$ cat src/common/rv_backend_params.svh
`ifndef RV_BACKEND_PARAMS_SVH
`define RV_BACKEND_PARAMS_SVH

// Integer register and datapath width
`define RV_XLEN 32

// Issue buffer depth
// Also the credit count the upstream holds after reset
`define RV_CREDITS 4

// Data memory size in 32-bit words
`define RV_DMEM_WORDS 256

// MEM/WB stage build
// 1 gives a real register, 0 gives straight wires
`define RV_MEM_WB_REG 1

`endif

$ cat src/common/rv_backend_pkg.sv
`default_nettype none

`include "rv_backend_params.svh"

package rv_backend_pkg;

    // Writeback result source
    typedef enum logic [2:0] {
        RES_ALU  = 3'd0,
        RES_LOAD = 3'd1,
        RES_PC4  = 3'd2,
        RES_JB   = 3'd3,
        RES_CSR  = 3'd4
    } res_src_e;

    // Load/store access size
    typedef enum logic [1:0] {
        MEM_BYTE = 2'd0,
        MEM_HALF = 2'd1,
        MEM_WORD = 2'd2
    } mem_size_e;

    // Executed instruction as handed over by the execute stage
    typedef struct packed {
        logic                reg_write;
        res_src_e            res_src;
        logic                mem_read;
        logic                mem_write;
        mem_size_e           mem_size;
        logic                load_unsigned;
        logic [4:0]          rd;
        logic [31:0]         instr;
        // Doubles as the byte address for loads and stores
        logic [`RV_XLEN-1:0] alu_result;
        logic [`RV_XLEN-1:0] store_data;
        logic [`RV_XLEN-1:0] pc_plus4;
        logic [`RV_XLEN-1:0] jb_target;
        logic [`RV_XLEN-1:0] csr_rdata;
    } ex_mem_t;

    // Memory to writeback record
    typedef struct packed {
        logic                reg_write;
        res_src_e            res_src;
        logic [31:0]         instr;
        logic [4:0]          rd;
        logic [`RV_XLEN-1:0] alu_result;
        logic [`RV_XLEN-1:0] dmem_rdata_ext;
        logic [`RV_XLEN-1:0] pc_plus4;
        logic [`RV_XLEN-1:0] jb_target;
        logic [`RV_XLEN-1:0] csr_rdata;
    } mem_wb_t;

    // Retired instruction
    typedef struct packed {
        logic [4:0]          rd;
        logic [`RV_XLEN-1:0] wdata;
        logic [31:0]         instr;
    } commit_t;

    // Data memory request, word addressed
    typedef struct packed {
        logic                we;
        logic [`RV_XLEN-3:0] addr;
        logic [3:0]          be;
        logic [`RV_XLEN-1:0] wdata;
    } dmem_req_t;

endpackage

`default_nettype wire

$ cat src/hdl/rv_writeback.sv
`default_nettype none

module rv_writeback import rv_backend_pkg::*; (
    input  logic        clk,
    input  logic        rst_n,
    input  logic        wb_valid,
    input  mem_wb_t     wb_data,
    input  logic [4:0]  reg_raddr,
    output logic [31:0] reg_rdata,
    output logic        commit_valid,
    output commit_t     commit_data
);

    logic [31:0] regs [1:31];
    logic [31:0] result;
    logic        rf_we;

    // Result mux
    always_comb begin
        case (wb_data.res_src)
            RES_LOAD: result = wb_data.dmem_rdata_ext;
            RES_PC4:  result = wb_data.pc_plus4;
            RES_JB:   result = wb_data.jb_target;
            RES_CSR:  result = wb_data.csr_rdata;
            default:  result = wb_data.alu_result;
        endcase
    end

    // x0 is never stored, no writes while in reset
    assign rf_we = rst_n & wb_valid & wb_data.reg_write & (wb_data.rd != 5'd0);

    always_ff @(posedge clk) begin
        if (rf_we) begin
            regs[wb_data.rd] <= result;
        end
    end

    // Read port for decode, x0 hardwired
    assign reg_rdata = (reg_raddr == 5'd0) ? 32'd0 : regs[reg_raddr];

    // Every valid instruction retires
    // including ones that do not write a register
    assign commit_valid      = wb_valid;
    assign commit_data.rd    = wb_data.rd;
    assign commit_data.wdata = result;
    assign commit_data.instr = wb_data.instr;

endmodule

`default_nettype wire

$ cat config.mk
export PLATFORM = sky130hd
export DESIGN_NAME = rv_writeback
export DESIGN_NICKNAME = d
export VERILOG_FILES = /design/src/common/rv_backend_pkg.sv /design/src/hdl/rv_writeback.sv
export VERILOG_INCLUDE_DIRS = /design/src /design/src/common
export SDC_FILE = /design/constraint.sdc
export NUM_CORES = 1
export LEC_CHECK = 0
export BUFFER_PORTS_ARGS = -buffer_cell sky130_fd_sc_hd__buf_4
export CAP_MARGIN = 20
export CORE_MARGIN = 2
export CORE_UTILIZATION = 25
export CTS_BUF_LIST = sky130_fd_sc_hd__clkbuf_8
export CTS_CLUSTER_DIAMETER = 80
export DETAILED_ROUTE_END_ITERATION = 16
export HOLD_SLACK_MARGIN = 0.05
export SLEW_MARGIN = 20
export SYNTH_ARGS = -nofsm -noshare
export SYNTH_HDL_FRONTEND = slang
export SYNTH_SLANG_ARGS = --single-unit
$ cat constraint.sdc
create_clock -name clk -period 4 [get_ports clk]
set_input_delay 0.6 -clock clk [delete_from_list [all_inputs] [get_ports clk]]
set_output_delay 0.6 -clock clk [all_outputs]
set_load 0.02 [all_outputs]
==> flow_metrics.env <==
export IMPL_status="completed"
export IMPL_powerDensity_nw_per_um2=448
export IMPL_grt_pass1_wl_mm=160
export IMPL_synth_cells=2102
export IMPL_grt_busiest_layer="met2"
export IMPL_die_area_um2=160000
export IMPL_crit_family="buffers and inverters"
export IMPL_drt_iter0_markers=2247
export IMPL_synth_area_leaders="edfxtp_1 (76%), mux2i_1 (7.4%), mux4_2 (5.4%)"
export IMPL_synth_simple_gate_area_frac=0.0331
export IMPL_use_met3=0.0266
export IMPL_yosys_area_top_type="edfxtp_1"
export IMPL_clock_path_buffers=3
export IMPL_postCtsSetupRepairBufs=0
export IMPL_synth_flop_cell="edfxtp_1"
export IMPL_tightest_slew_ps=947
export IMPL_grt_max_degree=79
export IMPL_placed_cell_area_um2=44400
export IMPL_netlist_area_leader_share=0.759
export IMPL_clkSlewWorstSetupHoldPaths_ps=60
export IMPL_synth_mux_area_frac=0.128
export IMPL_firstDrtPassIters=5
export IMPL_vias=21700
export IMPL_ios=311
export IMPL_drc=0
export IMPL_areaGrowthSynthToFinish_pct=19.9
export IMPL_cp_end_kind="output pin"
export IMPL_cp_slowest_stage_delay_ps=560
export IMPL_fillers=15200
export IMPL_path_class="primary input to output pin"
export IMPL_fin_tns_setup_ps=0
export IMPL_clock_sinks=992
export IMPL_nets=2690
export IMPL_largest_register_ffs=992
export IMPL_fp_row_count=145
export IMPL_core_um2=156000
export IMPL_synth_enable_flop_cells=992
export IMPL_finalMaxSlewViolations=0
export IMPL_ant_nets=0
export IMPL_top_regs="regs: 992 flops"
export IMPL_via_per_inst=4.68
export IMPL_antenna_found_initial=4
export IMPL_cts_hold_buffers=0
export IMPL_min_path_type="primary input to flop"
export IMPL_power_frac_seq=0.556
export IMPL_yosysMostFrequentCell="edfxtp_1"
export IMPL_synth_area_um2=39300
export IMPL_rsz0062_at_grt="false"
export IMPL_cts_made_buffers=155
export IMPL_final_cells=4644
export IMPL_synth_compound_area_share=0.0534
export IMPL_critical_path_cell_chain="buf_8 -> buf_4 -> mux4_2 -> a22oi_1 -> nand4_1 -> buf_4"
export IMPL_yosys_top_cells_count="edfxtp_1 (992), mux2i_1 (289), a22oi_1 (253)"
export IMPL_period_share=0.864
export IMPL_synthAdderAreaFrac=0
export IMPL_path_max_fanout=42
export IMPL_die_w_um=400
export IMPL_ys_seq_area_frac=0.759
export IMPL_grt_overflow_total=0
export IMPL_power_net_switching_mw=5.00
export IMPL_cp_data_arrival_time_ps=2850
export IMPL_drive_gt1_frac=0.277
export IMPL_utilization=0.302
export IMPL_syn_nets=2311
export IMPL_fin_total_pwr_mw=21.1
export IMPL_initial_utilization=0.252
export IMPL_combPwrFrac=0.085
export IMPL_synth_xor_area_frac=0.000223
export IMPL_cp_common_cell="buf_4"
export IMPL_dp_cells=4382
export IMPL_cp_num_cells=6
export IMPL_hold_slack_ps=365
export IMPL_hold_viol=0
export IMPL_fin_crit_ps=3450
export IMPL_global_route_usage_met1=0.183
export IMPL_peakVddDrop_v=0.000354
export IMPL_die_h_um=400
export IMPL_gp_congestion=0.756
export IMPL_grt_total_usage=0.139
export IMPL_post_dp_hpwl_mm=71.0
export IMPL_root_buffer="clkbuf_8"
export IMPL_clockPowerShare=0.359
export IMPL_cts_tree="built"
export IMPL_synth_top_family_by_area="multiplexers"
export IMPL_slew_headroom=0.367
export IMPL_drt_wl_total_mm=115
export IMPL_synth_async_sr_flop_share=0
export IMPL_whs_path_depth=4
export IMPL_slowest_stage="mux4_2"
export IMPL_setup_violations=0
export IMPL_fmax_mhz=289
export IMPL_cp_required_ps=3400
export IMPL_startpoint_type="primary input"
export IMPL_ys_ff_latch=992
export IMPL_synth_cell_types=36
export IMPL_p_leak_nw=15.4
export IMPL_htreeDepth=4
export IMPL_switching_share=0.237
export IMPL_wl_per_cell_um=24.7
export IMPL_ys_warn_count=0
export IMPL_io_buffers=246
export IMPL_intPower_mw=16.1
export IMPL_syn_area_per_cell_um2=18.7
export IMPL_regMostFlops="regs"
export IMPL_fin_area_um2=47100
export IMPL_setup_ws_ps=545
export IMPL_pre_cts_ws_ps=420
export IMPL_cap_viol_max_count=0
export IMPL_post_cts_resized=0
export IMPL_met2_usage=0.234
export IMPL_path_buf_inv=3
export IMPL_grt_pass1_vias=21800
[cell type report]
type	count	area (um2)	share of cell area
antenna	1	2.50	0.0000531
clock buffer	157	2160	0.0459
clock inverter	104	514	0.0109
inverter	2	7.51	0.000159
multi-input combinational	939	8780	0.186
sequential	992	29800	0.633
tap	2058	2570	0.0547
timing repair buffer	391	3260	0.0692
[power groups by stage]
stage | Combinational, mW | Sequential (mW) | Clock [mW]
2_1_floorplan | 0.954 | 12.0 | 0
3_3_place_gp | 1.82 | 11.9 | 0
3_5_place_dp | 1.84 | 11.9 | 0
4_1_cts | 1.84 | 11.7 | 7.75
5_1_grt | 1.94 | 11.7 | 8.18
6_report | 1.79 | 11.7 | 7.59
[cells in the final DEF (no fill, tap or decap), types with 32 or more instances in the layout]
master,n
a21oi_1,33
a22oi_1,253
buf_4,364
clkbuf_8,157
edfxtp_1,992
inv_1,58
mux2i_1,289
mux4_2,95
nand2_1,37
nand3_1,98
nand4_1,32
nor2_1,36
nor2_4,33
[logic make-up (layout without fill, tap and decap cells)]
family                 after synthesis  after routing
AND/OR/NAND/NOR                    264            264
multiplexers                       384            384
XOR/XNOR                             1              1
other                                0              1
buffers and inverters              171            654
AO/OA/AOI/OAI                      290            290
flip-flops                         992            992
[per-layer routing]
metal  routed length (um)  up-vias
met1                48800    11300
li1                     -     9350
met3                 7400      150
met2                56500      886
met5                    0        -
met4                 1900        0
[worst paths after layout]
| check | endpoint | from | slack, ps |
|---|---|---|---|
| worst min-delay path | regs[18][23]$_DFFE_PP_ | wb_data[151] | 360 |
| worst max-delay path | reg_rdata[16] | reg_raddr[0] | 550 |
[worst min-delay path: stages]
cell and delay [ps]:
buf_4 70, nand2_1 40, nand3_1 80, buf_4 210
(Power assumes the default switching activity.)
