File: config.mk
export PLATFORM = sky130hd
export DESIGN_NAME = rv_lsu
export DESIGN_NICKNAME = d
export VERILOG_FILES = /design/src/common/rv_backend_pkg.sv /design/src/mem/rv_lsu.sv
export VERILOG_INCLUDE_DIRS = /design/src /design/src/common
export SDC_FILE = /design/constraint.sdc
export NUM_CORES = 1
export LEC_CHECK = 0
export ABC_AREA = 1
export BUFFER_PORTS_ARGS = -buffer_cell sky130_fd_sc_hd__buf_4
export CAP_MARGIN = 25
export CORE_AREA = 3 3 199 201
export DETAILED_ROUTE_END_ITERATION = 12
export DIE_AREA = 0 0 202 204
export SLEW_MARGIN = 10
export SYNTH_ARGS = -nofsm -noshare
export SYNTH_HDL_FRONTEND = slang
export SYNTH_SLANG_ARGS = --single-unit
File: constraint.sdc
create_clock -name vclk -period 2.2
set_clock_uncertainty 0.05 [all_clocks]
set_input_delay 0.44 -clock vclk [all_inputs]
set_output_delay 0.44 -clock vclk [all_outputs]
set_load 0.05 [all_outputs]
File: src/common/rv_backend_params.svh
`ifndef RV_BACKEND_PARAMS_SVH
`define RV_BACKEND_PARAMS_SVH

// Integer register and datapath width
`define RV_XLEN 32

// Issue buffer depth
// Also the credit count the upstream holds after reset
`define RV_CREDITS 4

// Data memory size in 32-bit words
`define RV_DMEM_WORDS 256

// MEM/WB stage build
// 1 gives a real register, 0 gives straight wires
`define RV_MEM_WB_REG 1

`endif

File: src/common/rv_backend_pkg.sv
`default_nettype none

`include "rv_backend_params.svh"

package rv_backend_pkg;

    // Writeback result source
    typedef enum logic [2:0] {
        RES_ALU  = 3'd0,
        RES_LOAD = 3'd1,
        RES_PC4  = 3'd2,
        RES_JB   = 3'd3,
        RES_CSR  = 3'd4
    } res_src_e;

    // Load/store access size
    typedef enum logic [1:0] {
        MEM_BYTE = 2'd0,
        MEM_HALF = 2'd1,
        MEM_WORD = 2'd2
    } mem_size_e;

    // Executed instruction as handed over by the execute stage
    typedef struct packed {
        logic                reg_write;
        res_src_e            res_src;
        logic                mem_read;
        logic                mem_write;
        mem_size_e           mem_size;
        logic                load_unsigned;
        logic [4:0]          rd;
        logic [31:0]         instr;
        // Doubles as the byte address for loads and stores
        logic [`RV_XLEN-1:0] alu_result;
        logic [`RV_XLEN-1:0] store_data;
        logic [`RV_XLEN-1:0] pc_plus4;
        logic [`RV_XLEN-1:0] jb_target;
        logic [`RV_XLEN-1:0] csr_rdata;
    } ex_mem_t;

    // Memory to writeback record
    typedef struct packed {
        logic                reg_write;
        res_src_e            res_src;
        logic [31:0]         instr;
        logic [4:0]          rd;
        logic [`RV_XLEN-1:0] alu_result;
        logic [`RV_XLEN-1:0] dmem_rdata_ext;
        logic [`RV_XLEN-1:0] pc_plus4;
        logic [`RV_XLEN-1:0] jb_target;
        logic [`RV_XLEN-1:0] csr_rdata;
    } mem_wb_t;

    // Retired instruction
    typedef struct packed {
        logic [4:0]          rd;
        logic [`RV_XLEN-1:0] wdata;
        logic [31:0]         instr;
    } commit_t;

    // Data memory request, word addressed
    typedef struct packed {
        logic                we;
        logic [`RV_XLEN-3:0] addr;
        logic [3:0]          be;
        logic [`RV_XLEN-1:0] wdata;
    } dmem_req_t;

endpackage

`default_nettype wire

File: src/mem/rv_lsu.sv
`default_nettype none

module rv_lsu import rv_backend_pkg::*; (
    input  logic        head_valid,
    input  ex_mem_t     head_data,
    output logic        pop,
    output logic        lsu_req_valid,
    output dmem_req_t   lsu_req,
    input  logic        lsu_gnt,
    input  logic [31:0] dmem_rdata,
    output logic        mem_valid,
    output mem_wb_t     mem_data
);

    logic        is_mem;
    logic [1:0]  byte_off;
    logic [31:0] lane;
    logic [31:0] load_ext;
    logic        sign_ext;

    assign is_mem   = head_data.mem_read | head_data.mem_write;
    assign byte_off = head_data.alu_result[1:0];
    assign sign_ext = ~head_data.load_unsigned;

    // Only loads and stores need the memory port
    assign lsu_req_valid = head_valid & is_mem;

    // ALU-only entries leave at once, accesses wait for the grant
    assign pop       = head_valid & (~is_mem | lsu_gnt);
    assign mem_valid = pop;

    // Request forming
    always_comb begin
        lsu_req.we   = head_data.mem_write;
        lsu_req.addr = head_data.alu_result[31:2];
        case (head_data.mem_size)
            MEM_BYTE: begin
                lsu_req.be    = 4'b0001 << byte_off;
                lsu_req.wdata = {4{head_data.store_data[7:0]}};
            end
            MEM_HALF: begin
                lsu_req.be    = 4'b0011 << byte_off;
                lsu_req.wdata = {2{head_data.store_data[15:0]}};
            end
            default: begin
                lsu_req.be    = 4'b1111;
                lsu_req.wdata = head_data.store_data;
            end
        endcase
    end

    // Move the addressed lane down to bit 0
    assign lane = dmem_rdata >> {byte_off, 3'b000};

    // Sign or zero extension
    always_comb begin
        case (head_data.mem_size)
            MEM_BYTE: load_ext = {{24{sign_ext & lane[7]}}, lane[7:0]};
            MEM_HALF: load_ext = {{16{sign_ext & lane[15]}}, lane[15:0]};
            default:  load_ext = lane;
        endcase
    end

    // Record for the MEM/WB register
    always_comb begin
        mem_data.reg_write      = head_data.reg_write;
        mem_data.res_src        = head_data.res_src;
        mem_data.instr          = head_data.instr;
        mem_data.rd             = head_data.rd;
        mem_data.alu_result     = head_data.alu_result;
        mem_data.dmem_rdata_ext = load_ext;
        mem_data.pc_plus4       = head_data.pc_plus4;
        mem_data.jb_target      = head_data.jb_target;
        mem_data.csr_rdata      = head_data.csr_rdata;
    end

endmodule

`default_nettype wire

==> results.sh, run 1 <==
export IMPL_status="finished, final reports clean"
export IMPL_peakVddDrop_uv=93.78
export IMPL_final_layout_size_suffix_gt1_share_pct=44.87
export IMPL_start_kind="primary input"
export IMPL_ys_top_cells_by_area="buf_4, nand2_1, nand3_1, o211ai_1, a21oi_1"
export IMPL_slew_viol_final=0
export IMPL_io_pin_count=511
export IMPL_track_usage_pct=6.293
export IMPL_hold_start="head_data[195]"
export IMPL_comb_power_share_pct=100.0
export IMPL_yosys_warnings=0
export IMPL_fin_cells=902
export IMPL_yosysMostFrequentCell="buf_4"
export IMPL_pre_cts_ws_ns=0.02497
export IMPL_clkPwrFrac_pct=0
export IMPL_drv_cap=0
export IMPL_synth_largest_area_cell="buf_4"
export IMPL_firstDrtPassIters=5
export IMPL_dieWidth_um=202
export IMPL_fin_ws_ns=0.1105
export IMPL_hold_viol_final=0
export IMPL_drc=0
export IMPL_p_per_area_nw_per_um2=332.9
export IMPL_start_util_pct=7.278
export IMPL_ys_types=21
export IMPL_synth_avg_cell_area_um2=5.986
export IMPL_seqPwrFrac_pct=0
export IMPL_synthCells=459
export IMPL_crit_type="in -> out"
export IMPL_p_total_mw=0.9779
export IMPL_grt_setup_unrepaired="false"
export IMPL_routed_wirelength_mm=14.43
export IMPL_post_cts_repair_setup_buffers=0
export IMPL_die_area_um2=41210
export IMPL_setup_tns_ns=0
export IMPL_area_delta_synth_final_pct=6.922
export IMPL_place_congestion=0.7711
export IMPL_max_slew_margin_rel_pct=73.26
export IMPL_regArea_um2=0
export IMPL_end_kind="output port"
export IMPL_syn_nets=699
export IMPL_crit_start="head_data[199]"
export IMPL_nClkBuffers=0
export IMPL_antenna_found_initial=7
export IMPL_drtAntennaViolNets=0
export IMPL_fp_row_count=71
export IMPL_synth_top_area_share_pct=57.92
export IMPL_seq_cells=0
export IMPL_hold_class="in -> out"
export IMPL_viasPerCell=2.831
export IMPL_p_switching_mw=0.6696
export IMPL_drt_iter0_markers=193
export IMPL_grt_max_degree=25
export IMPL_wl_per_cell_um=16.00
export IMPL_tightest_slew_ns=0.4006
export IMPL_synthTopCellsByCount="buf_4, nand2_1, nand3_1"
export IMPL_port_buffers=147
export IMPL_swShare_pct=68.47
export IMPL_clock_fmax_mhz=478.6
export IMPL_ys_seq_area_share_pct=0
export IMPL_cp_data_arrival_time_ns=1.60
export IMPL_grt_pass1_wl_mm=18.68
export IMPL_place_hpwl_mm=12.54
export IMPL_cp_required_ns=1.71
export IMPL_period_needed_ns=2.089
export IMPL_nNetsFinal=632
export IMPL_synth_area_um2=2748
export IMPL_grt_pass1_vias=2402
export IMPL_period_share_pct=94.98
export IMPL_setup_violations=0
export IMPL_die_h_um=204
export IMPL_worstPathMaxFanout=15
export IMPL_gr_total_overflow=0
export IMPL_core_um2=37760
export IMPL_placed_cells=901
export IMPL_leakage_nw=1.414
export IMPL_route_vias_total=2554
export IMPL_p_int_mw=0.3083
## worst max-delay path: stages
cell and delay [ns]:
buf_4 0.13, inv_8 0.11, nand2_4 0.07, inv_1 0.31, nand2_1 0.13, o211ai_1 0.15
buf_4 0.25
## area by class of cell
cell class	count	area [um^2]
multi-input cells	211	992.2
diodes	1	2.502
well taps	511	639.4
inverters	21	88.84
repair buffers	158	1215
fillers	4445	34820
## layout by cell type (no fill, tap or decap)
| master | Yosys | routed |
|---|---|---|
| nand3_1 | 32 | 32 |
| a21oi_1 | 16 | 9 |
| and2_1 | 1 | 1 |
| nor2_1 | 16 | 15 |
| inv_4 | 1 | 1 |
| inv_1 | 18 | 18 |
| diode_2 | 0 | 1 |
| o21ai_1 | 10 | 11 |
| nand2_1 | 113 | 113 |
| o211ai_1 | 12 | 12 |
| nand3_2 | 1 | 1 |
| buf_4 | 212 | 155 |
| inv_2 | 1 | 1 |
| nand3_4 | 1 | 1 |
| inv_8 | 1 | 1 |
| nor2_4 | 1 | 1 |
| nand2_4 | 2 | 2 |
| a21oi_2 | 0 | 7 |
| buf_12 | 0 | 2 |
| buf_6 | 5 | 1 |
| o21ai_0 | 5 | 4 |
| nor2_2 | 1 | 2 |
## timing repair
| item | CTS | global route |
|---|---|---|
| endpoints found under the setup margin | 0 | 8 |
| gates resized for setup | 0 | 2 |
| hold buffers | 0 | 0 |
## metrics by stage
| stage | hold slack [ns] | instance area [um^2] | utilization [%] |
|---|---|---|---|
| after floorplan | 0.9971 | 2774 | - |
| final | 0.8300 | 2938 | 7.781 |
| after detailed placement | 0.8303 | 2929 | 7.758 |
| after global routing | 0.8301 | 2935 | 7.775 |
| after CTS | 0.8303 | 2929 | 7.758 |
| after global placement | 0.8303 | 2929 | 7.758 |
## final timing paths
kind / end / slack [ns] / depth (start not counted)
hold / removal: mem_data[163] / 0.83 / 0
setup / recovery: lsu_req[29] / 0.11 / 7
## per-layer routing
metal	vias up	global-route usage, %	share of wire [%]
li1	1090	-	-
met1	1109	7.210	36
met2	247	8.576	40
met3	94	4.953	19
met4	14	2.641	4.7
met5	-	0	0.56
## kinds of logic after synthesis
family | Yosys count | synth area share, %
buffers and inverters | 248 | 64.94
AND/OR/NAND/NOR | 168 | 26.14
AO/OA/AOI/OAI | 43 | 8.925
## power by group through the flow
| stage | clock network (mW) | registers, mW | logic [mW] |
|---|---|---|---|
| after floorplan | 0 | 0 | 1.58 |
| after global placement | 0 | 0 | 0.982 |
| after detailed placement | 0 | 0 | 0.985 |
| after CTS | 0 | 0 | 0.988 |
| after global routing | 0 | 0 | 1.04 |
| final | 0.0000000609 | 0 | 0.978 |
(Power assumes the default switching activity.)
==> run 2: changes to the inputs <==
Clock period 2.2 ns to 2.41 ns, I/O delays scaled along.
==> run 2 against run 1 <==
  * First-iteration DRC count down 35%
  * Non-clock buffer count up 5
  * Sequential share of layout area unchanged
  * Setup slack better by 0.047 ns
  * Sequential cell count unchanged
  * Hold slack better by 0.084 ns
  * Cell count up 0.44%
  * Utilization about the same
  * Critical endpoint is now mem_data[98]
  * Largest cell class unchanged
==> results.sh, run 2 (synthesis results as in run 1) <==
export IMPL_period_share_pct=93.45
export IMPL_worstPathCellList="buf_4 -> inv_4 -> buf_4 -> nand2_1 -> o21ai_1 -> nor2_1 -> a21oi_1 -> buf_4"
export IMPL_track_usage_pct=6.185
export IMPL_place_hpwl_mm=12.26
export IMPL_nNetsFinal=637
export IMPL_p_per_area_nw_per_um2=303.5
export IMPL_seq_cells=0
export IMPL_grt_met2_usage_pct=8.455
export IMPL_grt_pass1_vias=2434
export IMPL_path_common_cell="buf_4"
export IMPL_core_um2=37760
export IMPL_max_slew_margin_rel_pct=79.82
export IMPL_gr_total_overflow=0
export IMPL_drt_iter0_markers=125
export IMPL_hold_buffers=0
export IMPL_use_met3_pct=4.969
export IMPL_routed_wirelength_mm=14.02
export IMPL_port_buffers=147
export IMPL_antenna_found_initial=4
export IMPL_final_common_cell="buf_4"
export IMPL_crit_start="head_data[128]"
export IMPL_regArea_um2=0
export IMPL_critical_path_max_stage_delay_ns=0.26
export IMPL_post_cts_repair_setup_buffers=0
export IMPL_cts_resized_gates=0
export IMPL_nClkBuffers=0
export IMPL_worstPathMaxFanout=20
export IMPL_firstDrtPassIters=4
export IMPL_cp_data_arrival_time_ns=1.72
export IMPL_die_h_um=204
export IMPL_placed_cells=906
export IMPL_setup_violations=0
export IMPL_place_congestion=0.6879
export IMPL_hold_viol_final=0
export IMPL_viasPerCell=2.719
export IMPL_setup_tns_ns=0
export IMPL_start_kind="primary input"
export IMPL_crit_type="in -> out"
export IMPL_start_util_pct=7.278
export IMPL_crit_family="buffers and inverters"
export IMPL_grt_pass1_wl_mm=18.37
export IMPL_route_vias_total=2463
export IMPL_slew_viol_final=0
export IMPL_die_area_um2=41210
export IMPL_drtAntennaViolNets=0
export IMPL_end_kind="output port"
export IMPL_utilization_pct=7.788
export IMPL_final_layout_size_suffix_gt1_share_pct=43.54
export IMPL_grt_most_used_layer="met2"
export IMPL_drc=0
export IMPL_cp_required_ns=1.88
export IMPL_leakage_nw=1.435
export IMPL_hold_start="head_data[194]"
export IMPL_grt_setup_unrepaired="false"
export IMPL_fin_cells=906
export IMPL_most_common_layout_cells="buf_4, nand2_1, nand3_1"
export IMPL_grt_util_met1_pct=6.816
export IMPL_fillCellCount=4463
export IMPL_grt_max_degree=21
export IMPL_peakVddDrop_uv=97.31
export IMPL_wl_per_cell_um=15.47
export IMPL_crit_buf_inv=4
export IMPL_area_delta_synth_final_pct=7.013
export IMPL_status="finished, final reports clean"
export IMPL_period_needed_ns=2.252
export IMPL_io_pin_count=511
export IMPL_diodes=0
export IMPL_drv_cap=0
export IMPL_dieWidth_um=202
export IMPL_hold_class="in -> out"
export IMPL_clock_fmax_mhz=444.0
export IMPL_tightest_slew_ns=0.3027
export IMPL_slowest_stage="buf_4"
export IMPL_fp_row_count=71
==> run 2: where the power goes <==
group,total (mW),internal (mW),leakage [nW],switching [mW]
sequential,0,0,0,0
clock,0,0,0,0
combinational,0.892,0.282,1.44,0.610
total,0.892,0.282,1.44,0.610
==> run 2: area by class of cell <==
| type | count | area [um^2] | share of cell area [%] |
|---|---|---|---|
| inverter | 21 | 88.84 | 3.021 |
| tap | 511 | 639.4 | 21.74 |
| multi-input combinational | 211 | 963.4 | 32.77 |
| timing repair buffer | 163 | 1249 | 42.47 |
==> run 2: final timing paths <==
path	end	slack, ns	cells after the start
setup / recovery	mem_data[98]	0.16	8
hold / removal	mem_data[162]	0.91	0
==> run 2: layer usage <==
metal | share of wire, % | wire, um
met5 | 0.34 | 48
met4 | 5.6 | 778
met3 | 21 | 2898
met2 | 39 | 5497
met1 | 34 | 4793
==> run 2: stage by stage <==
stage	instance area [um^2]	setup slack (ns)	total power [mW]	hold slack, ns
floorplan	2748	-0.04078	1.435	1.081
global placement	2940	0.1433	0.9011	0.9143
detailed placement	2940	0.1228	0.9047	0.9143
CTS	2940	0.1127	0.9067	0.9143
global route	2940	0.02485	0.9516	0.9141
finish	2940	0.1579	0.8924	0.9140
==> run 3: changes to the inputs <==
Settings changed: PLACE_DENSITY from default to 0.37.
==> run 3 against run 2 <==
  * Non-clock buffer count down 2
  * Cell count down 0.22%
  * Critical path depth down 2
  * Count of clock-buffer cells in the layout unchanged
==> results.sh, run 3 (synthesis results as in run 1) <==
export IMPL_status="finished, final reports clean"
export IMPL_hold_viol_final=0
export IMPL_dpl_cell_area_um2=2950
export IMPL_drc=0
export IMPL_cp_required_ns=1.88
export IMPL_seqPwrFrac_pct=0
export IMPL_grt_max_degree=25
export IMPL_p_int_mw=0.2847
export IMPL_core_um2=37760
export IMPL_design_area_um2=2950
export IMPL_track_usage_pct=6.276
export IMPL_hold_buffers=0
export IMPL_peakVddDrop_uv=72.17
export IMPL_start_kind="primary input"
export IMPL_grt_setup_unrepaired="false"
export IMPL_final_layout_size_suffix_gt1_share_pct=43.26
export IMPL_io_pin_count=511
export IMPL_critical_path_max_stage_delay_ns=0.27
export IMPL_area_delta_synth_final_pct=7.377
export IMPL_nClkBuffers=0
export IMPL_max_slew_margin_rel_pct=75.20
export IMPL_port_buffers=147
export IMPL_cp_data_arrival_time_ns=1.67
export IMPL_clkPwrFrac_pct=0
export IMPL_fp_row_count=71
export IMPL_leakage_nw=1.436
export IMPL_grt_pass1_wl_mm=18.90
export IMPL_cts_resized_gates=0
export IMPL_wl_per_cell_um=15.74
export IMPL_die_area_um2=41210
export IMPL_period_share_pct=91.38
export IMPL_placed_cells=904
export IMPL_drt_iter0_markers=134
export IMPL_antenna_found_initial=0
export IMPL_p_switching_mw=0.6115
export IMPL_drtAntennaViolNets=0
export IMPL_utilization_pct=7.814
export IMPL_nNetsFinal=635
export IMPL_worstPathCellList="buf_4 -> inv_2 -> nand3_1 -> nand3_4 -> nand3_1 -> buf_4"
export IMPL_tightest_slew_ns=0.3682
export IMPL_gr_total_overflow=0
export IMPL_comb_power_share_pct=100.0
export IMPL_period_needed_ns=2.202
export IMPL_most_common_layout_cells="buf_4, nand2_1, nand3_1"
export IMPL_slowest_stage="nand3_4"
export IMPL_end_kind="output port"
export IMPL_routed_wirelength_mm=14.23
export IMPL_setup_violations=0
export IMPL_slew_viol_final=0
export IMPL_fillCellCount=4485
export IMPL_dieWidth_um=202
export IMPL_die_h_um=204
export IMPL_start_util_pct=7.278
export IMPL_place_congestion=0.6990
export IMPL_seq_cells=0
export IMPL_diodes=0
export IMPL_swShare_pct=68.24
export IMPL_viasPerCell=2.713
export IMPL_crit_type="in -> out"
export IMPL_firstDrtPassIters=4
export IMPL_setup_tns_ns=0
export IMPL_route_vias_total=2453
export IMPL_worstPathMaxFanout=16
export IMPL_p_per_area_nw_per_um2=303.8
export IMPL_crit_family="simple AND/OR/NAND/NOR gates"
export IMPL_final_common_cell="buf_4"
export IMPL_place_hpwl_mm=11.84
export IMPL_drv_cap=0
export IMPL_crit_buf_inv=3
export IMPL_hold_class="in -> out"
export IMPL_fin_cells=904
export IMPL_clock_fmax_mhz=454.1
export IMPL_regArea_um2=0
export IMPL_grt_pass1_vias=2496
export IMPL_post_cts_repair_setup_buffers=0
-- run 3: cell types whose count changed in the layout (fill, tap and decap cells not counted), sizes merged --
cell	previous run	this run
buf	163	161
-- run 3: routing by layer --
| layer | track usage (%) | vias up | routed length (um) |
|---|---|---|---|
| met5 | 1.071 | - | 58 |
| met4 | 2.542 | 2 | 614 |
| met3 | 3.711 | 87 | 2059 |
| met2 | 8.904 | 234 | 5829 |
| met1 | 7.604 | 1033 | 5669 |
| li1 | - | 1097 | - |
-- run 3: path summary, 6_finish.rpt --
path	from	endpoint	slack (ns)	depth (start not counted)
setup / recovery	head_data[129]	mem_data[119]	0.21	6
hold / removal	head_data[194]	mem_data[162]	0.91	0
-- run 3: per-stage QoR --
step           setup slack, ns  hold WS, ns  power (mW)
6_report                0.2077       0.9140      0.8962
5_1_grt                0.07835       0.9141      0.9516
4_1_cts                 0.1560       0.9143      0.9117
3_5_place_dp            0.1680       0.9143      0.9092
3_3_place_gp            0.2128       0.9143      0.9108
2_1_floorplan         -0.04078        1.081       1.435
-- run 3: area by class of cell --
class / instances / area (um^2) / share of cell area (%)
well taps: 511 / 639.4 / 21.67
inverters: 21 / 88.84 / 3.011
repair buffers: 161 / 1259 / 42.66
multi-input cells: 211 / 963.4 / 32.65
-- run 3: power groups by stage --
stage / Clock [mW] / Sequential [mW] / Combinational, mW
4_1_cts: 0 / 0 / 0.912
3_5_place_dp: 0 / 0 / 0.909
2_1_floorplan: 0 / 0 / 1.44
5_1_grt: 0 / 0 / 0.952
3_3_place_gp: 0 / 0 / 0.911
6_report: 0 / 0 / 0.896
