## src/common/rv_backend_params.svh

```systemverilog
`ifndef RV_BACKEND_PARAMS_SVH
`define RV_BACKEND_PARAMS_SVH

// Integer register and datapath width
`define RV_XLEN 32

// Issue buffer depth
// Also the credit count the upstream holds after reset
`define RV_CREDITS 4

// Data memory size in 32-bit words
`define RV_DMEM_WORDS 256

// MEM/WB stage build
// 1 gives a real register, 0 gives straight wires
`define RV_MEM_WB_REG 1

`endif

```

## src/common/rv_backend_pkg.sv

```systemverilog
`default_nettype none

`include "rv_backend_params.svh"

package rv_backend_pkg;

    // Writeback result source
    typedef enum logic [2:0] {
        RES_ALU  = 3'd0,
        RES_LOAD = 3'd1,
        RES_PC4  = 3'd2,
        RES_JB   = 3'd3,
        RES_CSR  = 3'd4
    } res_src_e;

    // Load/store access size
    typedef enum logic [1:0] {
        MEM_BYTE = 2'd0,
        MEM_HALF = 2'd1,
        MEM_WORD = 2'd2
    } mem_size_e;

    // Executed instruction as handed over by the execute stage
    typedef struct packed {
        logic                reg_write;
        res_src_e            res_src;
        logic                mem_read;
        logic                mem_write;
        mem_size_e           mem_size;
        logic                load_unsigned;
        logic [4:0]          rd;
        logic [31:0]         instr;
        // Doubles as the byte address for loads and stores
        logic [`RV_XLEN-1:0] alu_result;
        logic [`RV_XLEN-1:0] store_data;
        logic [`RV_XLEN-1:0] pc_plus4;
        logic [`RV_XLEN-1:0] jb_target;
        logic [`RV_XLEN-1:0] csr_rdata;
    } ex_mem_t;

    // Memory to writeback record
    typedef struct packed {
        logic                reg_write;
        res_src_e            res_src;
        logic [31:0]         instr;
        logic [4:0]          rd;
        logic [`RV_XLEN-1:0] alu_result;
        logic [`RV_XLEN-1:0] dmem_rdata_ext;
        logic [`RV_XLEN-1:0] pc_plus4;
        logic [`RV_XLEN-1:0] jb_target;
        logic [`RV_XLEN-1:0] csr_rdata;
    } mem_wb_t;

    // Retired instruction
    typedef struct packed {
        logic [4:0]          rd;
        logic [`RV_XLEN-1:0] wdata;
        logic [31:0]         instr;
    } commit_t;

    // Data memory request, word addressed
    typedef struct packed {
        logic                we;
        logic [`RV_XLEN-3:0] addr;
        logic [3:0]          be;
        logic [`RV_XLEN-1:0] wdata;
    } dmem_req_t;

endpackage

`default_nettype wire

```

## src/hdl/rv_issue_fifo.sv

```systemverilog
`default_nettype none

`include "rv_backend_params.svh"

module rv_issue_fifo import rv_backend_pkg::*; (
    input  logic    clk,
    input  logic    rst_n,
    input  logic    in_valid,
    input  ex_mem_t in_data,
    output logic    head_valid,
    output ex_mem_t head_data,
    input  logic    pop,
    output logic    credit_return
);

    localparam int DEPTH = `RV_CREDITS;
    localparam int PW    = (DEPTH > 1) ? $clog2(DEPTH) : 1;
    localparam int CW    = $clog2(DEPTH + 1);

    ex_mem_t         entries [DEPTH];
    logic [PW-1:0]   wr_ptr;
    logic [PW-1:0]   rd_ptr;
    logic [CW-1:0]   count;
    logic            do_pop;

    // Credits guarantee a free slot for every push
    assign head_valid = (count != '0);
    assign head_data  = entries[rd_ptr];
    assign do_pop     = pop & head_valid;

    // Storage, no reset
    always_ff @(posedge clk) begin
        if (in_valid) begin
            entries[wr_ptr] <= in_data;
        end
    end

    always_ff @(posedge clk) begin
        if (!rst_n) begin
            wr_ptr        <= '0;
            rd_ptr        <= '0;
            count         <= '0;
            credit_return <= 1'b0;
        end else begin
            if (in_valid) begin
                wr_ptr <= (wr_ptr == PW'(DEPTH - 1)) ? '0 : wr_ptr + PW'(1);
            end
            if (do_pop) begin
                rd_ptr <= (rd_ptr == PW'(DEPTH - 1)) ? '0 : rd_ptr + PW'(1);
            end
            // Push and pop together leave the count alone
            case ({in_valid, do_pop})
                2'b10:   count <= count + CW'(1);
                2'b01:   count <= count - CW'(1);
                default: count <= count;
            endcase
            // One credit back per entry that left
            credit_return <= do_pop;
        end
    end

endmodule

`default_nettype wire

```

## config.mk

```make
export PLATFORM = sky130hd
export DESIGN_NAME = rv_issue_fifo
export DESIGN_NICKNAME = d
export VERILOG_FILES = /design/src/common/rv_backend_pkg.sv /design/src/hdl/rv_issue_fifo.sv
export VERILOG_INCLUDE_DIRS = /design/src /design/src/common
export SDC_FILE = /design/constraint.sdc
export NUM_CORES = 1
export LEC_CHECK = 0
export ABC_CLOCK_PERIOD_IN_PS = 6940
export BUFFER_PORTS_ARGS = -buffer_cell sky130_fd_sc_hd__buf_4
export CORE_UTILIZATION = 40
export CTS_CLUSTER_SIZE = 8
export DETAILED_ROUTE_END_ITERATION = 6
export SETUP_SLACK_MARGIN = 0.4
export SLEW_MARGIN = 10
export SYNTH_ARGS = -nofsm -noshare
export SYNTH_HDL_FRONTEND = slang
export SYNTH_SLANG_ARGS = --single-unit
```

## constraint.sdc

```tcl
create_clock -name clk -period 6.94 [get_ports clk]
set_input_delay 0.694 -clock clk [delete_from_list [all_inputs] [get_ports clk]]
set_output_delay 0.694 -clock clk [all_outputs]
set_load 0.01 [all_outputs]
```

==> metrics.txt, run 1 <==
CORE AREA=around 75,000 um^2; Post-CTS Setup Repair Bufs=0; Slowest Stage Delay on Critical Path=around 0.88 ns; clock sink count=834; grt met3 use=0.05644; synthesis-stage register bit count=834; CTS root buf=clkbuf_16; pwr dens=343.8 nW/um^2; Async S/R FF share, synth=0; GRT Total Usage=0.1578; RSZ-0062 raised after global routing=no; Final Hold Viols=0; GPL Wtd Cong=between 0.7 and 0.8; final clock skew=roughly 0.052 ns; Main synth FF type=edfxtp_1; kind of critical path=flip-flop to output port; first-pass GRT wire length=90.61 mm; Worst EP arrival=3.18 ns; placed cell area=34,400 um^2; post-synthesis compound-gate area fraction=0.001243; WL/cell=approximately 23 um; Netlist Area Pre-Place=30,190 um^2; met1 GRT Util=0.1909; library cells used by synthesis=20; initial antenna violation count=6; synth warn=0; antenna viol nets, final=0; Reg clk slew, reported paths=about 0.050 ns; met2 global-route usage=0.2625; Logic pwr share=0.168; Sw Pwr=roughly 3000 uW; Syn Inst Count=roughly 1,100; Initial Util=0.4048; clock latency on the worst-skew pair=between 0.6 and 0.7 ns; CP endpoint kind=output port; Die H=about 280 um; layout cell share with drive strength beyond 1=0.4633; top cells by area, synth=edfxtp_1 82%, mux4_2 15%, dfxtp_1 0.66%; Yosys top cell area share=0.8197; H-tree depth=3; sequential share of power=0.456; Post-synth EDFFs=around 820; routed wire length=~60 mm; sw frac=0.2338; Critical Path Start Type=flip-flop; count of buffer and inverter cells on the critical path=2; internal power=around 9900 uW; row count=100; GRT busiest layer=met2; port bufs=417; vias in the first global route=approximately 14,000; Initial DRC Count=just over 800; DRC=0; Hold Path Class=primary input to flip-flop; hold_sp=in_data[23]; Worst Tran Pin Value=between 1 and 1.5 ns; FMAX=between 200 and 300 MHz; clock share of power=0.376; Commonest cells post-synth=824 x edfxtp_1, 206 x mux4_2, 22 x buf_2; leading area contributor after synthesis=edfxtp_1; CP max FO=between 80 and 90; DP Wirelength=about 34 mm; multiplexer area fraction after synthesis=0.1540; static leakage=~0.012 uW; Mapped Nets=between 1,000 and 1,500; CP max stage cell=dfxtp_4; hold buffers post-CTS=0; register-to-register path setup slack=4.58 ns; count leader, synth=edfxtp_1; Via Count=between 10,000 and 15,000; die width=roughly 280 um; status=finished clean; final worst path period need=~3.9 ns; largest net degree at the start of global routing=~120; IO Count=about 420; max capacitance violation total=0; Final Setup Violations=0; DRT Pass-1 Iters=5; die area=around 77,000 um^2; Final Max Tran Viols=0; sequential cell area fraction in the yosys report=0.8263; final instance area=37,500 um^2; CTS resizes=0; Synth Area in XOR/XNOR=0.0005803; CTS tree=yes; delay-heaviest family, CP=flip-flops; maximum clock insertion buffer count=3; Setup WS pre-CTS=about 3.7 ns; required time worst endpoint=about 6.3 ns; simple-gate share of the synthesized area=0.002860; fin crit share=0.5579; final core occ=0.5029; Avg Inst Size Synth=roughly 27 um^2; critical path cell sequence=buf_12, mux4_2, buf_4; largest family of logic cells by synthesized area=multiplexers; Layout area overhead=24.24%; reg2reg start=wr_ptr[0]; Setup WS post-layout=around 3 ns; Via density=5.105; Max rail drop VDD=approximately 0.00026 V; clock buffer count from CTS=roughly 110; nets@finish=approximately 1,800; TNS Setup=0 ns; adder-cell share of the synthesized area=0.003150; slew margin rel.=0.2657; Remaining Overflow, GRT=0
==> routing by layer <==
| metal | wire, um | up-vias |
|---|---|---|
| met5 | 70 | - |
| met2 | 30450 | 410 |
| met1 | 23180 | 6968 |
| met4 | 1508 | 10 |
| li1 | - | 5858 |
| met3 | 4940 | 115 |
==> worst register-to-register path, cell delays in order (launching register included) <==
cell and delay, ns:
dfxtp_1 0.34, inv_1 0.10, ha_1 0.15, and2_4 0.46, buf_4 0.78
==> worst paths after layout <==
kind,end,cells past startpoint
setup / recovery,head_data[164],3
hold / removal,entries[0][23],1
setup reg to reg,entries[0][85],4
hold reg to reg,flip-flop,2
==> per-stage QoR <==
step | instances | hold WS, ns | power (uW)
2_1_floorplan | 1128 | 0.4634 | 7262
3_3_place_gp | 2480 | 0.4653 | 8189
3_5_place_dp | 2480 | 0.4765 | 8206
4_1_cts | 2616 | 0.1664 | 13110
5_1_grt | 2617 | 0.1762 | 13390
6_report | 2617 | 0.2222 | 12890
==> state kept, by name, summed over array words and instances, names as in the netlist, named ones only <==
register / flops
count: 3
credit_return: 1
entries: 824
rd_ptr: 2
wr_ptr: 2
==> power groups by stage <==
stage	logic, uW	registers (uW)	clock network, uW
CTS	2230	5890	4990
detailed placement	2220	5980	0
finish	2160	5880	4850
global route	2320	5900	5170
global placement	2220	5970	0
floorplan	1320	5940	0
==> logic make-up (layout without fill, tap and decap cells) <==
family	Yosys count	after routing
adders and majority gates	7	7
xor gates and xnor gates	2	2
and+or+nand+nor	17	17
AOI/OAI and AO/OA	7	7
buffers and inverters	54	573
muxes	207	207
DFF	834	834
other	0	1
==> layout make-up <==
type	count	area, um^2
fillers	5878	37070
flip-flops and latches	834	24950
multi-input cells	240	4896
repair buffers	429	3308
clock buffers	127	2902
well taps	969	1212
clock inverters	9	202.7
inverters	8	30.03
diodes	1	2.502
==> placed cells by master (no fill, tap or decap), types with 3 or more instances in the layout <==
master	synthesis	final
clkbuf_16	0	114
nor2_1	6	6
or3_1	3	3
mux4_2	206	206
ha_1	6	6
edfxtp_1	824	824
clkbuf_1	7	13
buf_4	0	422
a21oi_1	4	4
inv_1	8	8
and2_4	0	4
clkinv_8	0	3
clkinv_16	0	4
dfxtp_1	10	8
buf_12	0	7
Power figures use the tool's default switching activity.
==> run 2: changes to the inputs <==
--- a/config.mk
+++ b/config.mk
@@ -6,7 +6,7 @@
 export SDC_FILE = /design/constraint.sdc
 export NUM_CORES = 1
 export LEC_CHECK = 0
-export ABC_CLOCK_PERIOD_IN_PS = 6940
+export ABC_CLOCK_PERIOD_IN_PS = 3210
 export BUFFER_PORTS_ARGS = -buffer_cell sky130_fd_sc_hd__buf_4
 export CORE_UTILIZATION = 40
 export CTS_CLUSTER_SIZE = 8
==> constraint.sdc (replaced) <==
create_clock -name clk -period 3.21 [get_ports clk]
set_input_delay 0.321 -clock clk [delete_from_list [all_inputs] [get_ports clk]]
set_output_delay 0.321 -clock clk [all_outputs]
set_load 0.01 [all_outputs]
==> run 2 against run 1 <==
Cell area increased by 6.9%; combinational power increased by 150%; setup slack got worse by 2.5 ns; critical path type unchanged; register-to-register slack got worse by 3.5 ns; largest cell class unchanged; sequential share of layout area decreased by 4.3 points.
==> metrics.txt, run 2 (synthesis results as in run 1) <==
Initial DRC Count=approximately 870; register-to-register path setup slack=about 1.1 ns; static leakage=~0.014 uW; Final Max Tran Viols=0; Hold Path Class=primary input to flip-flop; Worst Hold Endpoint=credit_return; worst reg2reg path depth=8; Worst EP arrival=~2.4 ns; Critical Path Start Type=flip-flop; clock latency on the worst-skew pair=~0.67 ns; hold_sp=pop; nets@finish=2,099; max FFs per register=824; WL/cell=22.57 um; Setup WS pre-CTS=between 0.9 and 1 ns; GRT Total Usage=0.1713; Remaining Overflow, GRT=0; CTS root buf=clkbuf_16; DRT Pass-1 Iters=5; multi-input logic area=between 4000 and 5000 um^2; layout cell share with drive strength beyond 1=0.4265; final instance area=40,080 um^2; GRT busiest layer=met2; Layout area overhead=32.76%; biggest regs=entries (824), count (3); most frequent cells in the layout=824 x edfxtp_1, 454 x buf_4, 208 x dlygate4sd3_1, 206 x mux4_2, 115 x clkbuf_16; Initial Util=0.4048; required time worst endpoint=just under 3 ns; DRC=0; status=finished clean; fin crit share=0.8327; placed cell area=approximately 35,000 um^2; antenna viol nets, final=0; port bufs=between 400 and 500; clock sink count=about 830; routed wire length=between 60 and 70 mm; CP endpoint kind=output port; Via Count=between 10,000 and 15,000; largest net degree at the start of global routing=between 60 and 70; DP Wirelength=39.29 mm; register area=about 25,000 um^2; Via density=about 5; Fin Hold WS=0.08132 ns; Final Hold Viols=0; CTS tree=yes; met1 GRT Util=0.2182; FILL cells=roughly 5,700; final clock skew=just under 0.04 ns; Top reg by flops=entries; Setup WS post-layout=approximately 0.54 ns; Max rail drop VDD=about 0.00047 V; reg2reg start=count[1]; initial antenna violation count=8; max capacitance violation total=0; Die H=276.7 um; hold path cells=3; grt met3 use=0.05189; vias in the first global route=between 15,000 and 20,000; CORE AREA=around 75,000 um^2; die area=~77,000 um^2; Final Setup Violations=0; maximum clock insertion buffer count=3; IO Count=approximately 420; clock buffer count from CTS=roughly 110; RSZ-0062 raised after global routing=no; FMAX=approximately 370 MHz; pwr dens=706.7 nW/um^2; slew margin rel.=0.5258; Reg clk slew, reported paths=around 0.050 ns; met2 global-route usage=0.2826; first-pass GRT wire length=between 90 and 100 mm; reg2reg end=count[2]; Worst Tran Pin Value=0.7113 ns; row count=100; TNS Setup=0 ns; die width=276.7 um; commonest non-fill, non-tap cell in the layout=edfxtp_1; GPL Wtd Cong=around 0.75; CP max FO=26; H-tree depth=3; kind of critical path=flip-flop to output port; final worst path period need=roughly 2.7 ns
run 2: final cells by class:
cell class                      count  share of cell area
Multi-Input combinational cell    240              0.1222
Tap cell                          969             0.03025
Clock inverter                      9            0.003871
Timing Repair Buffer              684              0.1481
Clock buffer                      124             0.07212
Antenna cell                        2           0.0001249
Inverter                            8           0.0007493
Sequential cell                   834              0.6226
run 2: what timing repair did:
item,4_1_cts,5_1_grt
cloned,0,1
hold buffers,208,0
setup buffers,1,5
gates resized for setup,2,5
endpoints found under the hold margin,829,0
setup endpoints to repair,142,143
run 2: metrics by stage:
stage,cells,utilization,power (uW)
2_1_floorplan,1128,-,15630
3_3_place_gp,2520,0.4670,17880
3_5_place_dp,2520,0.4670,17930
4_1_cts,2862,0.5361,28660
5_1_grt,2869,0.5374,29400
6_report,2870,0.5374,28320
run 2: power by group:
part | switching (uW) | internal, uW | leakage (uW)
clock network | 4120 | 6260 | 0.00148
registers | 157 | 12500 | 0.00765
logic | 2430 | 2880 | 0.00447
run 2: metal layers:
layer,vias up,share of wire
met4,10,0.023
met2,460,0.50
met5,-,0.0010
li1,6369,-
met3,127,0.073
met1,7577,0.40
run 2: how the worst max path moves through the flow:
| stage | endpoint | slack [ns] | depth (start not counted) |
|---|---|---|---|
| after floorplan | entries[3][0] | 0.77 | 2 |
| after global placement | head_data[18] | 0.95 | 3 |
| after detailed placement | head_data[18] | 0.95 | 3 |
| after CTS | head_data[10] | 0.34 | 4 |
| after global routing | head_data[42] | 0.40 | 4 |
| final | head_data[26] | 0.54 | 4 |
run 2: worst max-delay path: stages, from the launching register on:
cell,delay (ns)
dfxtp_4,0.47
buf_12,0.23
buf_16,0.25
mux4_2,0.57
buf_4,0.17
==> run 3: changes to the inputs <==
--- a/config.mk
+++ b/config.mk
@@ -6,7 +6,7 @@
 export SDC_FILE = /design/constraint.sdc
 export NUM_CORES = 1
 export LEC_CHECK = 0
-export ABC_CLOCK_PERIOD_IN_PS = 3210
+export ABC_CLOCK_PERIOD_IN_PS = 2750
 export BUFFER_PORTS_ARGS = -buffer_cell sky130_fd_sc_hd__buf_4
 export CORE_UTILIZATION = 40
 export CTS_CLUSTER_SIZE = 8
==> constraint.sdc (replaced) <==
create_clock -name clk -period 2.75 [get_ports clk]
set_input_delay 0.275 -clock clk [delete_from_list [all_inputs] [get_ports clk]]
set_output_delay 0.275 -clock clk [all_outputs]
set_load 0.01 [all_outputs]
==> run 3 against run 2 <==
First-iteration DRC count grew 14%; clock power grew 17%; cell area grew 3.9%; sequential cell count is the same; non-clock buffer count grew 44; hold slack gained 0.28 ns; core utilization grew 2.1 points; sequential share of layout area shrank 2.3 points; cell count grew 1.6%; largest power group unchanged; highest routed layer unchanged.
==> metrics.txt, run 3 (synthesis results as in run 1) <==
routed wire length=67.87 mm; max capacitance violation total=0; die area=between 70,000 and 80,000 um^2; fin crit share=0.9104; biggest regs=entries (824), count (3); DRC=0; final worst path period need=around 2.5 ns; hold_sp=in_data[53]; sequential share of power=0.423; Final Setup Violations=0; sw frac=0.2363; reg2reg end=count[2]; TNS Setup=0 ns; DRT Pass-1 Iters=5; register area=between 20,000 and 25,000 um^2; status=finished clean; die width=around 280 um; CTS root buf=clkbuf_16; Logic pwr share=0.226; reg2reg start=count[1]; DP Wirelength=39.65 mm; final clock skew=0.02910 ns; Hold Path Class=primary input to flip-flop; first-pass GRT wire length=100.3 mm; Reg clk slew, reported paths=0.05 ns; commonest non-fill, non-tap cell in the layout=edfxtp_1; final non-filler cell total=around 2,900; register-to-register path setup slack=approximately 0.67 ns; slew margin rel.=0.5322; CORE AREA=approximately 75,000 um^2; placed cell area=about 35,000 um^2; Die H=~280 um; static leakage=approximately 0.014 uW; Worst Hold Endpoint=entries[0][53]; Remaining Overflow, GRT=0; RSZ-0062 raised after global routing=yes; FILL cells=between 5,000 and 6,000; Initial Util=0.4048; Top reg by flops=entries; CP max FO=7; Worst EP arrival=2.23 ns; antenna viol nets, final=0; Via density=~5.1; worst reg2reg path depth=8; IO Count=between 400 and 500; internal power=approximately 27,000 uW; largest net degree at the start of global routing=between 60 and 70; GRT busiest layer=met2; max FFs per register=a little over 800; port bufs=417; Final Hold Viols=0; initial antenna violation count=7; Initial DRC Count=991; clock share of power=0.351; GRT Total Usage=0.1762; clock latency on the worst-skew pair=0.66 ns; grt met3 use=0.04741; pwr dens=approximately 840 nW/um^2; nets@finish=roughly 2,100; layout cell share with drive strength beyond 1=0.4413; Layout area overhead=37.93%; PnR Total Power=between 30,000 and 40,000 uW; WL/cell=between 20 and 25 um; FMAX=around 400 MHz; maximum clock insertion buffer count=3; met1 GRT Util=0.2199; Worst Tran Pin Value=0.7018 ns; Final Max Tran Viols=0; vias in the first global route=between 15,000 and 20,000; dpl cells=between 2,000 and 3,000; most frequent cells in the layout=824 x edfxtp_1, 343 x buf_4, 209 x dlygate4sd3_1, 206 x mux4_2, 120 x clkbuf_16; CP endpoint kind=output port; Sw Pwr=8221 uW; final instance area=41,640 um^2; met2 global-route usage=0.2992; GPL Wtd Cong=slightly above 0.7; hold path cells=2; clock buffer count from CTS=~110; clock sink count=834; kind of critical path=flip-flop to output port; multi-input logic area=4896 um^2; Max rail drop VDD=about 0.00056 V; Via Count=14,810; CTS tree=yes; Critical Path Start Type=flip-flop; H-tree depth=3; row count=100; required time worst endpoint=2.48 ns
==> run 3: how the worst max path moves through the flow <==
stage | to | cells past startpoint
floorplan | entries[3][0] | 2
CTS | head_data[119] | 5
detailed placement | count[2] | 8
global placement | head_data[191] | 4
finish | head_data[44] | 5
global route | head_data[152] | 5
==> run 3: layer usage <==
layer | share of wire | vias up
met5 | 0.00084 | -
met4 | 0.024 | 8
met3 | 0.066 | 115
met2 | 0.51 | 442
met1 | 0.39 | 7769
li1 | - | 6477
==> run 3: what timing repair did <==
item,CTS,global route
resized for setup,93,54
cloned,17,3
setup endpoints to repair,202,204
hold buffers,209,0
pin swaps,0,0
buffers inserted,19,8
endpoints found under the hold margin,833,0
==> run 3: final cells by class <==
class                      instances  area share
inverter                           8   0.0007212
clock inverter                     6    0.002885
tap                              969     0.02912
clock buffer                     126     0.07113
timing repair buffer             728      0.1790
sequential                       834      0.5993
multi-input combinational        240      0.1176
antenna                            4   0.0002404
==> run 3: power by group through the flow <==
stage	clock network [uW]	logic (uW)	registers, uW
global route	13000	8310	14700
global placement	0	5980	14900
finish	12200	7850	14700
CTS	12500	7610	14700
detailed placement	0	6010	14900
floorplan	0	3340	14900
==> run 3: through the flow <==
| step | hold slack [ns] | utilization | setup WS, ns |
|---|---|---|---|
| 6_report | 0.3600 | 0.5584 | 0.2464 |
| 4_1_cts | 0.3015 | 0.5533 | 0.1739 |
| 2_1_floorplan | 0.3739 | - | 0.3404 |
| 5_1_grt | 0.3343 | 0.5583 | 0.1677 |
| 3_3_place_gp | 0.4734 | 0.4697 | 0.7195 |
| 3_5_place_dp | 0.4771 | 0.4697 | 0.6625 |
==> run 3: critical path, cell delays in order (launching register included) <==
cell	delay, ns
dfxtp_4	0.41
buf_16	0.18
buf_12	0.14
buf_16	0.14
mux4_2	0.55
buf_6	0.15
